`src/rtl/ads_cfg.svh`:
```
`ifndef ADS_CFG_SVH
`define ADS_CFG_SVH

// system clocks per sclk half period
`define ADS_SCLK_DIV 4

// wait after reset before the first frame, kept short for simulation
`define ADS_POWERUP_CYCLES 64

// spi frame length
`define ADS_WORD_BITS 16

`endif

```
`src/rtl/ads_link_pkg.sv`:
```
package ads_link_pkg;

    // controller sequencing
    typedef enum logic [2:0] {
        ST_POWERUP  = 3'd0,  // power-up delay
        ST_CFG_SEND = 3'd1,  // initial config write
        ST_WATCH    = 3'd2,  // wait for miso low between frames
        ST_READ     = 3'd3,  // conversion read in progress
        ST_HOLD     = 3'd4   // result waiting for host
    } ctrl_state_e;

    // spi engine phases
    typedef enum logic [1:0] {
        PH_IDLE  = 2'd0,
        PH_LEAD  = 2'd1,  // cs setup half period
        PH_SHIFT = 2'd2,
        PH_TRAIL = 2'd3   // cs hold half period
    } spi_phase_e;

endpackage

```
`src/rtl/ads_reg_pkg.sv`:
```
`include "ads_cfg.svh"

package ads_reg_pkg;

    // ======================================================================
    // field codes
    // ======================================================================

    typedef enum logic [1:0] {
        NOP_NONE  = 2'b00,  // keep current config
        NOP_VALID = 2'b01   // write config
    } ads_nop_e;

    localparam logic SS_NONE         = 1'b0;  // no single-shot start
    localparam logic MODE_CONTINUOUS = 1'b0;
    localparam logic TS_ADC          = 1'b0;  // adc input rather than temp sensor
    localparam logic PULLUP_ON       = 1'b1;
    localparam logic RSV_ONE         = 1'b1;  // device expects a one here

    // ======================================================================
    // register layout
    // ======================================================================

    typedef struct packed {
        logic       ss;
        logic [2:0] mux;
        logic [2:0] pga;
        logic       mode;
        logic [2:0] dr;
        logic       ts_mode;
        logic       pull_up_en;
        ads_nop_e   nop;
        logic       reserved;
    } ads_cfg_s;

    // one spi word seen as config echo or as a conversion result
    typedef union packed {
        ads_cfg_s                         cfg;
        logic signed [`ADS_WORD_BITS-1:0] conv;
    } ads_word_u;

endpackage

```
`src/rtl/ads_ctrl.sv`:
```
`include "ads_cfg.svh"

module ads_ctrl (
    input  logic                             clk,
    input  logic                             rst,
    input  logic [2:0]                       cfg_mux,
    input  logic [2:0]                       cfg_pga,
    input  logic [2:0]                       cfg_dr,
    input  logic                             miso,
    input  logic                             cs,
    output logic                             xfer_start,
    output logic [`ADS_WORD_BITS-1:0]        tx_word,
    input  logic                             xfer_done,
    input  logic [`ADS_WORD_BITS-1:0]        rx_word,
    output logic signed [`ADS_WORD_BITS-1:0] sample_data,
    output logic                             sample_valid,
    input  logic                             sample_ready
);

    localparam int PWR_W = (`ADS_POWERUP_CYCLES > 1) ? $clog2(`ADS_POWERUP_CYCLES) : 1;

    ads_link_pkg::ctrl_state_e state;

    logic [PWR_W-1:0] pwr_cnt;

    ads_reg_pkg::ads_word_u init_word;  // built from host codes
    ads_reg_pkg::ads_word_u cfg_word;   // initial config as written
    ads_reg_pkg::ads_word_u read_word;
    ads_reg_pkg::ads_word_u rx_view;

    logic pwr_done;
    logic drdy;
    logic read_end;
    logic rx_echo;
    logic take;

    // ======================================================================
    // word assembly and decode
    // ======================================================================

    always_comb begin
        init_word.cfg.ss         = ads_reg_pkg::SS_NONE;
        init_word.cfg.mux        = cfg_mux;
        init_word.cfg.pga        = cfg_pga;
        init_word.cfg.mode       = ads_reg_pkg::MODE_CONTINUOUS;
        init_word.cfg.dr         = cfg_dr;
        init_word.cfg.ts_mode    = ads_reg_pkg::TS_ADC;
        init_word.cfg.pull_up_en = ads_reg_pkg::PULLUP_ON;
        init_word.cfg.nop        = ads_reg_pkg::NOP_VALID;
        init_word.cfg.reserved   = ads_reg_pkg::RSV_ONE;
    end

    // reads resend the same config without updating it
    always_comb begin
        read_word         = cfg_word;
        read_word.cfg.nop = ads_reg_pkg::NOP_NONE;
    end

    assign rx_view = rx_word;
    assign rx_echo = (rx_view.cfg == cfg_word.cfg);  // device echoing its config

    assign pwr_done = (state == ads_link_pkg::ST_POWERUP) &&
                      (pwr_cnt == PWR_W'(`ADS_POWERUP_CYCLES - 1));
    assign drdy     = (state == ads_link_pkg::ST_WATCH) && cs && !miso;
    assign read_end = (state == ads_link_pkg::ST_READ) && xfer_done;
    assign take     = sample_valid && sample_ready;

    // ======================================================================
    // sequencing
    // ======================================================================

    always_ff @(posedge clk or posedge rst) begin
        if (rst) begin
            state        <= ads_link_pkg::ST_POWERUP;
            pwr_cnt      <= '0;
            xfer_start   <= 1'b0;
            sample_valid <= 1'b0;
        end else begin
            case (state)
                ads_link_pkg::ST_POWERUP: begin
                    pwr_cnt <= pwr_cnt + 1'b1;
                    if (pwr_done) begin
                        state      <= ads_link_pkg::ST_CFG_SEND;
                        xfer_start <= 1'b1;
                    end
                end
                ads_link_pkg::ST_CFG_SEND: begin
                    if (xfer_done) begin  // rx of the config frame is stale data
                        state      <= ads_link_pkg::ST_WATCH;
                        xfer_start <= 1'b0;
                    end
                end
                ads_link_pkg::ST_WATCH: begin
                    if (drdy) begin
                        state      <= ads_link_pkg::ST_READ;
                        xfer_start <= 1'b1;
                    end
                end
                ads_link_pkg::ST_READ: begin
                    if (read_end) begin
                        xfer_start <= 1'b0;
                        if (rx_echo) begin
                            state <= ads_link_pkg::ST_WATCH;  // drop the echo
                        end else begin
                            state        <= ads_link_pkg::ST_HOLD;
                            sample_valid <= 1'b1;
                        end
                    end
                end
                ads_link_pkg::ST_HOLD: begin
                    if (take) begin
                        state        <= ads_link_pkg::ST_WATCH;
                        sample_valid <= 1'b0;
                    end
                end
                default: begin
                    state        <= ads_link_pkg::ST_POWERUP;
                    pwr_cnt      <= '0;
                    xfer_start   <= 1'b0;
                    sample_valid <= 1'b0;
                end
            endcase
        end
    end

    // ======================================================================
    // payload
    // ======================================================================

    always_ff @(posedge clk) begin
        if (pwr_done) begin
            cfg_word <= init_word;  // host codes sampled once
            tx_word  <= init_word;
        end else if (drdy) begin
            tx_word <= read_word;
        end
        if (read_end && !rx_echo) begin
            sample_data <= rx_view.conv;
        end
    end

endmodule

```
`src/rtl/ads_spi.sv`:
```
`include "ads_cfg.svh"

module ads_spi (
    input  logic                      clk,
    input  logic                      rst,
    input  logic                      xfer_start,
    input  logic [`ADS_WORD_BITS-1:0] tx_word,
    output logic                      xfer_done,
    output logic [`ADS_WORD_BITS-1:0] rx_word,
    output logic                      cs,
    output logic                      sclk,
    output logic                      mosi,
    input  logic                      miso
);

    localparam int DIV_W = (`ADS_SCLK_DIV > 1) ? $clog2(`ADS_SCLK_DIV) : 1;
    localparam int BIT_W = $clog2(`ADS_WORD_BITS);
    localparam int MSB   = `ADS_WORD_BITS - 1;

    ads_link_pkg::spi_phase_e phase;

    logic [DIV_W-1:0] div_cnt;
    logic [BIT_W-1:0] bit_cnt;  // counts falling edges, wraps after the last bit
    logic [MSB:0]     shreg;

    logic div_end;
    logic start_go;
    logic last_half;
    logic rise_go;
    logic fall_go;

    // ======================================================================
    // edge timing
    // ======================================================================

    assign div_end = (div_cnt == DIV_W'(`ADS_SCLK_DIV - 1));

    // xfer_start is still high in the done cycle
    assign start_go = (phase == ads_link_pkg::PH_IDLE) && xfer_start && !xfer_done;

    // low half after the final falling edge
    assign last_half = !sclk && (bit_cnt == '0);

    assign rise_go = div_end &&
                     ((phase == ads_link_pkg::PH_LEAD) ||
                      ((phase == ads_link_pkg::PH_SHIFT) && !sclk && !last_half));

    assign fall_go = div_end && (phase == ads_link_pkg::PH_SHIFT) && sclk;

    always_ff @(posedge clk or posedge rst) begin
        if (rst) begin
            div_cnt <= '0;
        end else if ((phase == ads_link_pkg::PH_IDLE) || div_end) begin
            div_cnt <= '0;
        end else begin
            div_cnt <= div_cnt + 1'b1;
        end
    end

    // ======================================================================
    // phase sequencing and pins
    // ======================================================================

    always_ff @(posedge clk or posedge rst) begin
        if (rst) begin
            phase     <= ads_link_pkg::PH_IDLE;
            bit_cnt   <= '0;
            cs        <= 1'b1;
            sclk      <= 1'b0;
            mosi      <= 1'b0;
            xfer_done <= 1'b0;
        end else begin
            xfer_done <= 1'b0;
            case (phase)
                ads_link_pkg::PH_IDLE: begin
                    if (start_go) begin
                        phase   <= ads_link_pkg::PH_LEAD;
                        cs      <= 1'b0;
                        bit_cnt <= '0;
                    end
                end
                ads_link_pkg::PH_LEAD: begin
                    if (rise_go) begin
                        phase <= ads_link_pkg::PH_SHIFT;
                        sclk  <= 1'b1;
                        mosi  <= shreg[MSB];  // first bit on first rising edge
                    end
                end
                ads_link_pkg::PH_SHIFT: begin
                    if (rise_go) begin
                        sclk <= 1'b1;
                        mosi <= shreg[MSB];
                    end else if (fall_go) begin
                        sclk    <= 1'b0;
                        bit_cnt <= bit_cnt + 1'b1;
                    end else if (div_end && last_half) begin
                        phase <= ads_link_pkg::PH_TRAIL;
                    end
                end
                ads_link_pkg::PH_TRAIL: begin
                    if (div_end) begin
                        phase     <= ads_link_pkg::PH_IDLE;
                        cs        <= 1'b1;
                        mosi      <= 1'b0;
                        xfer_done <= 1'b1;
                    end
                end
                default: begin
                    phase <= ads_link_pkg::PH_IDLE;
                    cs    <= 1'b1;
                    sclk  <= 1'b0;
                end
            endcase
        end
    end

    // ======================================================================
    // data shift
    // ======================================================================

    // tx bits leave from the top while rx bits enter at the bottom
    always_ff @(posedge clk) begin
        if (start_go) begin
            shreg <= tx_word;
        end else if (fall_go) begin
            shreg <= {shreg[MSB-1:0], miso};  // sample miso on falling sclk
        end
    end

    assign rx_word = shreg;  // holds until the next load

endmodule

```
`src/rtl/ads_top.sv`:
```
`include "ads_cfg.svh"

module ads_top (
    input  logic                             clk,
    input  logic                             rst,
    input  logic [2:0]                       cfg_mux,
    input  logic [2:0]                       cfg_pga,
    input  logic [2:0]                       cfg_dr,
    input  logic                             miso,
    output logic                             mosi,
    output logic                             sclk,
    output logic                             cs,
    output logic signed [`ADS_WORD_BITS-1:0] sample_data,
    output logic                             sample_valid,
    input  logic                             sample_ready
);

    logic                      xfer_start;
    logic                      xfer_done;
    logic [`ADS_WORD_BITS-1:0] tx_word;
    logic [`ADS_WORD_BITS-1:0] rx_word;

    ads_ctrl ctrl_i (
        .clk          (clk),
        .rst          (rst),
        .cfg_mux      (cfg_mux),
        .cfg_pga      (cfg_pga),
        .cfg_dr       (cfg_dr),
        .miso         (miso),   // doubles as data-ready
        .cs           (cs),
        .xfer_start   (xfer_start),
        .tx_word      (tx_word),
        .xfer_done    (xfer_done),
        .rx_word      (rx_word),
        .sample_data  (sample_data),
        .sample_valid (sample_valid),
        .sample_ready (sample_ready)
    );

    ads_spi spi_i (
        .clk        (clk),
        .rst        (rst),
        .xfer_start (xfer_start),
        .tx_word    (tx_word),
        .xfer_done  (xfer_done),
        .rx_word    (rx_word),
        .cs         (cs),
        .sclk       (sclk),
        .mosi       (mosi),
        .miso       (miso)
    );

endmodule
```
`config.mk`:
```
export PLATFORM = sky130hd
export DESIGN_NAME = ads_top
export DESIGN_NICKNAME = d
export VERILOG_FILES = /design/src/rtl/ads_link_pkg.sv /design/src/rtl/ads_reg_pkg.sv /design/src/rtl/ads_ctrl.sv /design/src/rtl/ads_spi.sv /design/src/rtl/ads_top.sv
export VERILOG_INCLUDE_DIRS = /design/src /design/src/rtl
export SDC_FILE = /design/constraint.sdc
export NUM_CORES = 1
export LEC_CHECK = 0
export BUFFER_PORTS_ARGS = -buffer_cell sky130_fd_sc_hd__buf_2
export CORE_ASPECT_RATIO = 1.4
export CORE_MARGIN = 8
export CORE_UTILIZATION = 25
export CTS_BUF_LIST = sky130_fd_sc_hd__clkbuf_4 sky130_fd_sc_hd__clkbuf_8
export DETAILED_ROUTE_END_ITERATION = 7
export SYNTH_ARGS = -nofsm -noshare
export SYNTH_HDL_FRONTEND = slang
export SYNTH_SLANG_ARGS = --single-unit
```
`constraint.sdc`:
```
create_clock -name clk -period 4.5 [get_ports clk]
set_clock_uncertainty 0.2 [all_clocks]
set_input_delay 0.9 -clock clk [delete_from_list [all_inputs] [get_ports clk]]
set_output_delay 0.9 -clock clk [all_outputs]
set_load 0.01 [all_outputs]
```
==> results.yml, run 1 <==
grt:
  met2_usage: 0.140
  met3_usage: 0.0294
  grt_max_degree: 24
  grt_busiest_layer: "met2"
  first_global_vias: 2155
  grt_overflow: 0
  antenna_found_initial: 0
  gr-usage-all-layers: 0.0798
  grt_pass1_wl_microns: 10800
  met1_usage: 0.0802
critical_path:
  ff2ff_path_depth: 4
  crit_arrival_ns: 2.47
  cp-start-kind: "flop"
  critPathCaptureType: "flop"
  criticalPathCategory: "flop to flop"
  path_max_fanout: 19
  critPathRequiredTime_ns: 4.28
yosys:
  synth_ff_type: "edfxtp_1"
  synth_cell_types: 46
  synthTopCellsByArea: "edfxtp_1, dfrtp_1, ha_1"
  ys_async_sr_fraction: 0.311
  syn-cell-area_sq_um: 3340
  ys_warn_count: 0
  synthMostInstantiatedCell: "edfxtp_1"
  netlist_instances: 254
  synth_top_area_cell: "edfxtp_1"
  ys_seq_elements: 74
  synth_fp_nets: 276
  avgSynthCellArea_sq_um: 13.1
  synth_enable_flop_cells: 50
  synth_top_area_share: 0.450
  synth_common_cells: "edfxtp_1, dfrtp_1, nand2_1"
  ys_seq_area_frac: 0.629
cells_and_area:
  final_layout_size_suffix_gt1_frac: 0.231
  area_growth_pct: 17.9
  nFillCells: 1309
  fin_cells: 476
  diodes: 0
  final_nets: 311
drt:
  wl_microns: 6490
  drtIter0Drc: 76
  ant_nets: 0
  wl_per_cell_microns: 13.6
  drt_pre_antenna_iters: 4
  drc: 0
  vias: 2107
  via_per_inst: 4.43
run:
  maxCapViolations: 0
floorplan:
  core-area_sq_um: 13200
  die_w_microns: 114
  start_util: 0.253
  rows: 50
  ioPinCount: 33
  die_y_microns: 153
  dieArea_sq_um: 17400
pwr:
  pwr_density_cell_nw_per_um2: 404
  design_power_total_uw: 1590
  p_clk_frac: 0.390
  sw_frac_of_total: 0.230
  power.switching_uw: 365
  irDropWorstVdd_mv: 0.138
  p_seq_frac: 0.516
  p_comb_frac: 0.093
  internal_power_uw: 1220
  p_leak_uw: 0.00147
clock_tree:
  tritoncts: "built"
  postCtsSetupRepairBufs: 0
  clk_path_buf_depth: 2
  cts_resized: 0
  h-tree-depth: 3
  clock-root-buffer: "clkbuf_8"
  cts_hold_buf: 0
  cts_buffers: 9
  path_clk_slew_ns: 0.07
  clock_latency_ns: 0.35
  cts_sinks: 74
min_path:
  hold_depth: 1
  holdCritPathClass: "flop to flop"
timing:
  finalHoldViolCount: 0
  rsz0062_at_grt: "no"
  fin_crit_sh: 0.598
  slew_headroom: 0.317
  max_freq_ghz: 0.372
  fin_crit_ns: 2.69
  slew_violations: 0
  worst_pin_slew_ns: 1.02
  setup_tns_ns: 0
  setup_violations: 0
place:
  dp.cells: 460
  portBuffers: 32
  dp.final_hpwl_microns: 4780
  place.gp.congestion: 0.772
run_status:
  status: "finished, final reports clean"
[registers in the layout, indices dropped and copies added, names as in the netlist]
signal and flops:
spi_i.sclk 1, ctrl_i.sample_data 16, ctrl_i.state 3, ctrl_i.xfer_start 1, ctrl_i.sample_valid 1, spi_i.cs 1, spi_i.mosi 1, ctrl_i.cfg_word 9
spi_i.div_cnt 2, spi_i.bit_cnt 4, ctrl_i.tx_word 10, spi_i.phase 2, spi_i.xfer_done 1, ctrl_i.pwr_cnt 6, spi_i.rx_word 16
[power by group through the flow]
stage	logic (uW)	clock network (uW)	registers (uW)
4_1_cts	149	638	821
5_1_grt	169	663	829
6_report	148	621	821
3_5_place_dp	149	0	835
2_1_floorplan	124	0	815
3_3_place_gp	143	0	831
[area by class of cell]
type / instances / area (sq um) / share of cell area
clock buffer: 11 / 139 / 0.0353
multi-input combinational: 162 / 1170 / 0.297
sequential: 74 / 2100 / 0.533
timing repair buffer: 33 / 168 / 0.0426
inverter: 9 / 33.8 / 0.00858
tap: 182 / 228 / 0.0579
clock inverter: 5 / 103 / 0.0261
[worst paths after layout]
path | start | to | slack, ns
max in group asynchronous | rst | spi_i.mosi | 2.97
min in group asynchronous | rst | ctrl_i.pwr_cnt[3] | 0.55
min | spi_i.div_cnt[0] | spi_i.div_cnt[0] | 0.25
min reg2reg | spi_i.div_cnt[0] | spi_i.div_cnt[0] | 0.25
max reg2reg | spi_i.phase[0] | spi_i.rx_word[12] | 1.81
max | spi_i.phase[0] | spi_i.rx_word[12] | 1.81
[placed cells by master (no fill, tap or decap), types with 3 or more instances in the layout]
cell	n
mux2_2	10
buf_2	32
a22o_1	12
ha_1	9
edfxtp_1	50
a21oi_1	11
bufinv_16	3
o21ai_0	14
clkbuf_8	9
nand2_1	19
o311ai_0	3
nand3_1	9
inv_1	9
nor2_1	10
nand3b_1	3
nor3b_1	5
dfrtp_1	22
nand2b_1	7
and2_1	5
xnor2_1	11
nor2b_1	4
nor3_1	4
[logic make-up after synthesis]
kind of cell / share of synthesized area
AND/OR/NAND/NOR: 0.132
flip-flops: 0.629
AO/OA/AOI/OAI: 0.112
buffers and inverters: 0.0244
multiplexers: 0.0412
XOR/XNOR: 0.0289
adder cells (fa/ha/maj): 0.0337
[metal layers]
layer | wire [microns] | part of all wire
met5 | 0 | 0
met4 | 138 | 0.021
met3 | 356 | 0.055
met2 | 3350 | 0.52
met1 | 2650 | 0.41
[critical path, cell delays in order, from the launching register on]
cell      delay (ns)
dfrtp_1         0.40
inv_1           0.14
ha_1            0.28
nand3b_1        0.55
nand2_1         0.75
[through the flow]
stage	utilization	hold WS [ns]	cell area [sq um]	setup WS, ns
5_1_grt	0.298	0.267	3940	1.56
3_3_place_gp	0.280	0.232	3690	1.92
2_1_floorplan	-	0.215	3340	2.26
3_5_place_dp	0.280	0.244	3690	1.78
4_1_cts	0.298	0.254	3940	1.79
6_report	0.298	0.249	3940	1.81
(Power assumes the default switching activity.)
==> inputs of run 2 (changes only) <==
- ABC_AREA: not set -> 1
- clock period: 4.5 -> 2.4 ns (I/O delays scaled with it)
==> results.yml, run 2 <==
run_status:
  status: "finished, final reports clean"
grt:
  grt_pass1_wl_microns: 11500
  antenna_found_initial: 0
  grt_max_degree: 24
  gr-usage-all-layers: 0.0852
  first_global_vias: 2413
  grt_overflow: 0
timing:
  finalHoldViolCount: 0
  max_freq_ghz: 0.476
  slew_violations: 0
  fin_hold_ws_ns: 0.113
  setup_tns_ns: 0
  worst_pin_slew_ns: 0.533
  rsz0062_at_grt: "no"
  fin_crit_ns: 2.10
  fin_crit_sh: 0.874
  setup_violations: 0
  slew_headroom: 0.644
critical_path:
  crit_top_cell: "inv_1"
  cpMaxStageDelayCell: "inv_1"
  cp_cell_sequence: "inv_1, ha_1, nand3_2, inv_1, o21ai_0"
  path_max_fanout: 20
  crit_arrival_ns: 1.98
  critPathCaptureType: "flop"
  criticalPathCategory: "flop to flop"
  cp-start-kind: "flop"
  critPathRequiredTime_ns: 2.28
  max_stage_delay_ns: 0.46
clock_tree:
  cts_buffers: 9
  postCtsSetupRepairBufs: 0
  cts_sinks: 74
  clock_latency_ns: 0.35
  clock-root-buffer: "clkbuf_8"
  cts_hold_buf: 1
  path_clk_slew_ns: 0.08
  cts_resized: 0
  clk_path_buf_depth: 2
  tritoncts: "built"
  h-tree-depth: 3
place:
  portBuffers: 32
  dp.cells: 550
  place.gp.congestion: 0.813
  dp.final_hpwl_microns: 5130
cells_and_area:
  multi_input_area_sq_um: 1040
  layout.area.seq_sq_um: 2100
  post-route-util: 0.299
  final_nets: 402
  nFillCells: 1436
  area_growth_pct: 18.5
  final_layout_size_suffix_gt1_frac: 0.184
  fin_cells: 567
  final_common_cell: "nand2_1"
  final_cell_mix: "nand2_1, edfxtp_1, inv_1, buf_2"
  diodes: 0
yosys:
  syn-cell-area_sq_um: 3350
  ys_seq_area_frac: 0.626
  synthMostInstantiatedCell: "nand2_1"
  synth_cell_types: 31
  synth_fp_nets: 358
  synth_common_cells: "nand2_1, edfxtp_1, inv_1"
  ys_seq_elements: 74
  synth_top_area_cell: "edfxtp_1"
  ys_warn_count: 0
  synthTopCellsByArea: "edfxtp_1, dfrtp_1, nand2_1"
  synth_enable_flop_cells: 50
  synth_ff_type: "edfxtp_1"
  avgSynthCellArea_sq_um: 9.97
  ys_async_sr_fraction: 0.311
  synth_top_area_share: 0.448
  netlist_instances: 336
drt:
  vias: 2313
  wl_microns: 6900
  via_per_inst: 4.08
  drtIter0Drc: 104
  ant_nets: 0
  drt_pre_antenna_iters: 4
  drc: 0
  wl_per_cell_microns: 12.2
floorplan:
  ioPinCount: 33
  die_w_microns: 114
  core-area_sq_um: 13300
  die_y_microns: 153
  rows: 50
  start_util: 0.253
  dieArea_sq_um: 17400
pwr:
  irDropWorstVdd_mv: 0.196
  pwr_density_cell_nw_per_um2: 613
  design_power_total_uw: 2430
  p_leak_uw: 0.00175
run:
  maxCapViolations: 0
min_path:
  holdCritPathClass: "input port to flop"
## run 2: where the power goes
group	switching [uW]	internal (uW)	leakage (uW)
registers	0.619	1350	0.000740
logic	14.6	10.2	0.000898
clock network	464	590	0.000107
total	479	1950	0.00175
## run 2: path summary, 6_finish.rpt
kind	cells past startpoint	start	slack, ns	to
max	5	spi_i.phase[0]	0.30	spi_i.rx_word[6]
min	1	cfg_dr[2]	0.11	ctrl_i.cfg_word[7]
max reg2reg	5	spi_i.phase[0]	0.30	spi_i.rx_word[6]
min reg2reg	1	spi_i.div_cnt[0]	0.25	spi_i.div_cnt[0]
max in group asynchronous	4	rst	1.21	spi_i.cs
min in group asynchronous	4	rst	0.50	ctrl_i.pwr_cnt[0]
## run 2: cells by family (layout without fill, tap and decap cells)
kind of cell	count (synthesis)	in the layout	synth area share
flops	74	74	0.626
compound gates	43	43	0.0680
simple gates	151	151	0.195
xor+xnor	5	5	0.0131
fa+ha+maj	9	9	0.0336
buf+inv	54	103	0.0639
## run 2: metal layers
metal  GRT usage  up-vias  wire, microns
li1            -     1177              -
met1      0.0877     1092           2960
met2       0.147       31           3470
met3      0.0288       13            306
met4      0.0484        0            158
met5           0        -              0
## run 2: layout make-up
| cell class | instances | area share |
|---|---|---|
| Timing Repair Buffer | 38 | 0.0523 |
| Multi-Input combinational cell | 208 | 0.261 |
| Inverter | 49 | 0.0464 |
| Clock buffer | 10 | 0.0331 |
| Sequential cell | 74 | 0.529 |
| Tap cell | 182 | 0.0574 |
| Clock inverter | 6 | 0.0205 |
## run 2: stage by stage
step | setup slack (ns) | area, sq um
2_1_floorplan | 0.488 | 3350
3_3_place_gp | 0.394 | 3740
3_5_place_dp | 0.252 | 3740
4_1_cts | 0.252 | 3970
5_1_grt | 0.0544 | 3970
6_report | 0.301 | 3970
## run 2: critical path: cells and delay by family, from the launching register on
family                   cells  cell delay (ns)
adder cells (fa/ha/maj)      1             0.28
flip-flops                   1             0.42
AND/OR/NAND/NOR              1             0.20
AO/OA/AOI/OAI                1             0.15
buffers and inverters        2             0.58
==> inputs of run 3 (changes only) <==
- CORE_ASPECT_RATIO: 1.4 -> 1.25
- MAX_ROUTING_LAYER: not set -> met4
- SETUP_SLACK_MARGIN: not set -> 0.15
==> results.yml, run 3 (synthesized netlist as in run 2, its figures left out) <==
cells_and_area:
  final_cell_mix: "nand2_1, edfxtp_1, inv_1, buf_2"
  final_common_cell: "nand2_1"
  area_growth_pct: 17.3
  final_nets: 402
  final_layout_size_suffix_gt1_frac: 0.185
  post-route-util: 0.298
  diodes: 0
timing:
  setup_tns_ns: 0
  rsz0062_at_grt: "yes"
  setup_violations: 0
  slew_violations: 0
  fin_crit_sh: 0.901
  finalHoldViolCount: 0
  max_freq_ghz: 0.462
  fin_crit_ns: 2.16
  fin_hold_ws_ns: 0.111
  worst_pin_slew_ns: 0.388
  slew_headroom: 0.740
drt:
  met2WireLength_microns: 3130
  wl_per_cell_microns: 11.8
  drt_pre_antenna_iters: 4
  drtIter0Drc: 100
  wl_met3_microns: 490
  topRoutingLayerUsed: "met4"
  drc: 0
  ant_nets: 0
  wl_microns: 6570
  via_per_inst: 4.11
  wl_met1_microns: 2790
  vias: 2281
clock_tree:
  h-tree-depth: 3
  clock-root-buffer: "clkbuf_8"
  tritoncts: "built"
  path_clk_slew_ns: 0.07
  clk_path_buf_depth: 2
  cts_buffers: 9
  postCtsSetupRepairBufs: 0
  clock_latency_ns: 0.36
  cts_sinks: 74
critical_path:
  cpMaxStageDelayCell: "dfrtp_1"
  cp-start-kind: "flop"
  criticalPathCategory: "flop to flop"
  critPathCaptureType: "flop"
  crit_arrival_ns: 2.07
  crit_path_start: "spi_i.phase[0]"
  path_max_fanout: 20
  path_buf_inv: 2
  rr_startpoint: "spi_i.phase[0]"
  cp_cell_sequence: "inv_1, ha_1, nand3_2, clkinvlp_4, or2_2"
  critPathRequiredTime_ns: 2.31
  crit_family: "simple AND/OR/NAND/NOR gates"
  max_stage_delay_ns: 0.40
grt:
  grt_pass1_wl_microns: 11200
  gr-usage-all-layers: 0.0833
  antenna_found_initial: 0
  grt_overflow: 0
  grt_max_degree: 24
  first_global_vias: 2333
floorplan:
  core-area_sq_um: 13200
  die_y_microns: 145
  dieArea_sq_um: 17400
  rows: 47
  start_util: 0.254
  ioPinCount: 33
  die_w_microns: 120
pwr:
  pwr_density_cell_nw_per_um2: 586
  irDropWorstVdd_mv: 0.191
  p_leak_uw: 0.00173
run_status:
  status: "finished, final reports clean"
min_path:
  holdCritPathClass: "input port to flop"
  min-delay-start: "cfg_pga[1]"
place:
  dp.final_hpwl_microns: 4870
  place.gp.congestion: 0.762
  portBuffers: 32
run:
  maxCapViolations: 0
run 3: changes by cell type in the layout (fill, tap and decap cells not counted):
cell       change
inv_1          -1
clkbuf_4       +1
bufinv_16      -1
run 3: routing by layer:
layer / vias up / global-route usage
met5: - / -
met4: 0 / 0.0488
met3: 13 / 0.0322
met2: 49 / 0.128
met1: 1039 / 0.0895
li1: 1180 / -
run 3: layout make-up:
class	instances	area, sq um
fillers	1393	9250
inverters	49	188
flip-flops and latches	74	2100
repair buffers	38	208
multi-input cells	208	1040
well taps	171	214
clock inverters	4	43.8
clock buffers	11	139
run 3: stage by stage:
step	worst slack (ns)	cells	power, uW	instance area [sq um]
finish	0.238	555	2300	3930
global route	0.0966	555	2380	3930
CTS	0.231	555	2320	3920
detailed placement	0.233	539	1410	3730
global placement	0.380	539	1410	3730
floorplan	0.488	336	1390	3350
run 3: path summary, 6_finish.rpt:
kind                            cells after the start  slack [ns]                     to
worst max-delay path                                5        0.24       spi_i.rx_word[0]
worst min-delay path                                1        0.11    ctrl_i.cfg_word[10]
worst max register to register                      5        0.24       spi_i.rx_word[0]
worst min register to register                      0        0.25  ctrl_i.sample_data[2]
max in group asynchronous                           4        1.22               spi_i.cs
min in group asynchronous                           4        0.50         spi_i.phase[1]
run 3: worst register-to-register path, delay by kind of cell, from the launching register on:
kind,cells,cell delay [ns]
adder cells (fa/ha/maj),1,0.29
flip-flops,1,0.40
AND/OR/NAND/NOR,2,0.58
buffers and inverters,2,0.44
run 3: power by group:
part / internal (uW) / total [uW] / switching, uW
clock network: 490 / 921 / 430
registers: 1350 / 1350 / 0.833
logic: 10.2 / 24.7 / 14.5
run 3: what timing repair did:
action	4_1_cts	5_1_grt
hold endpoints to repair	22	0
resized for setup	0	1
setup endpoints to repair	0	10
hold buffers	1	0
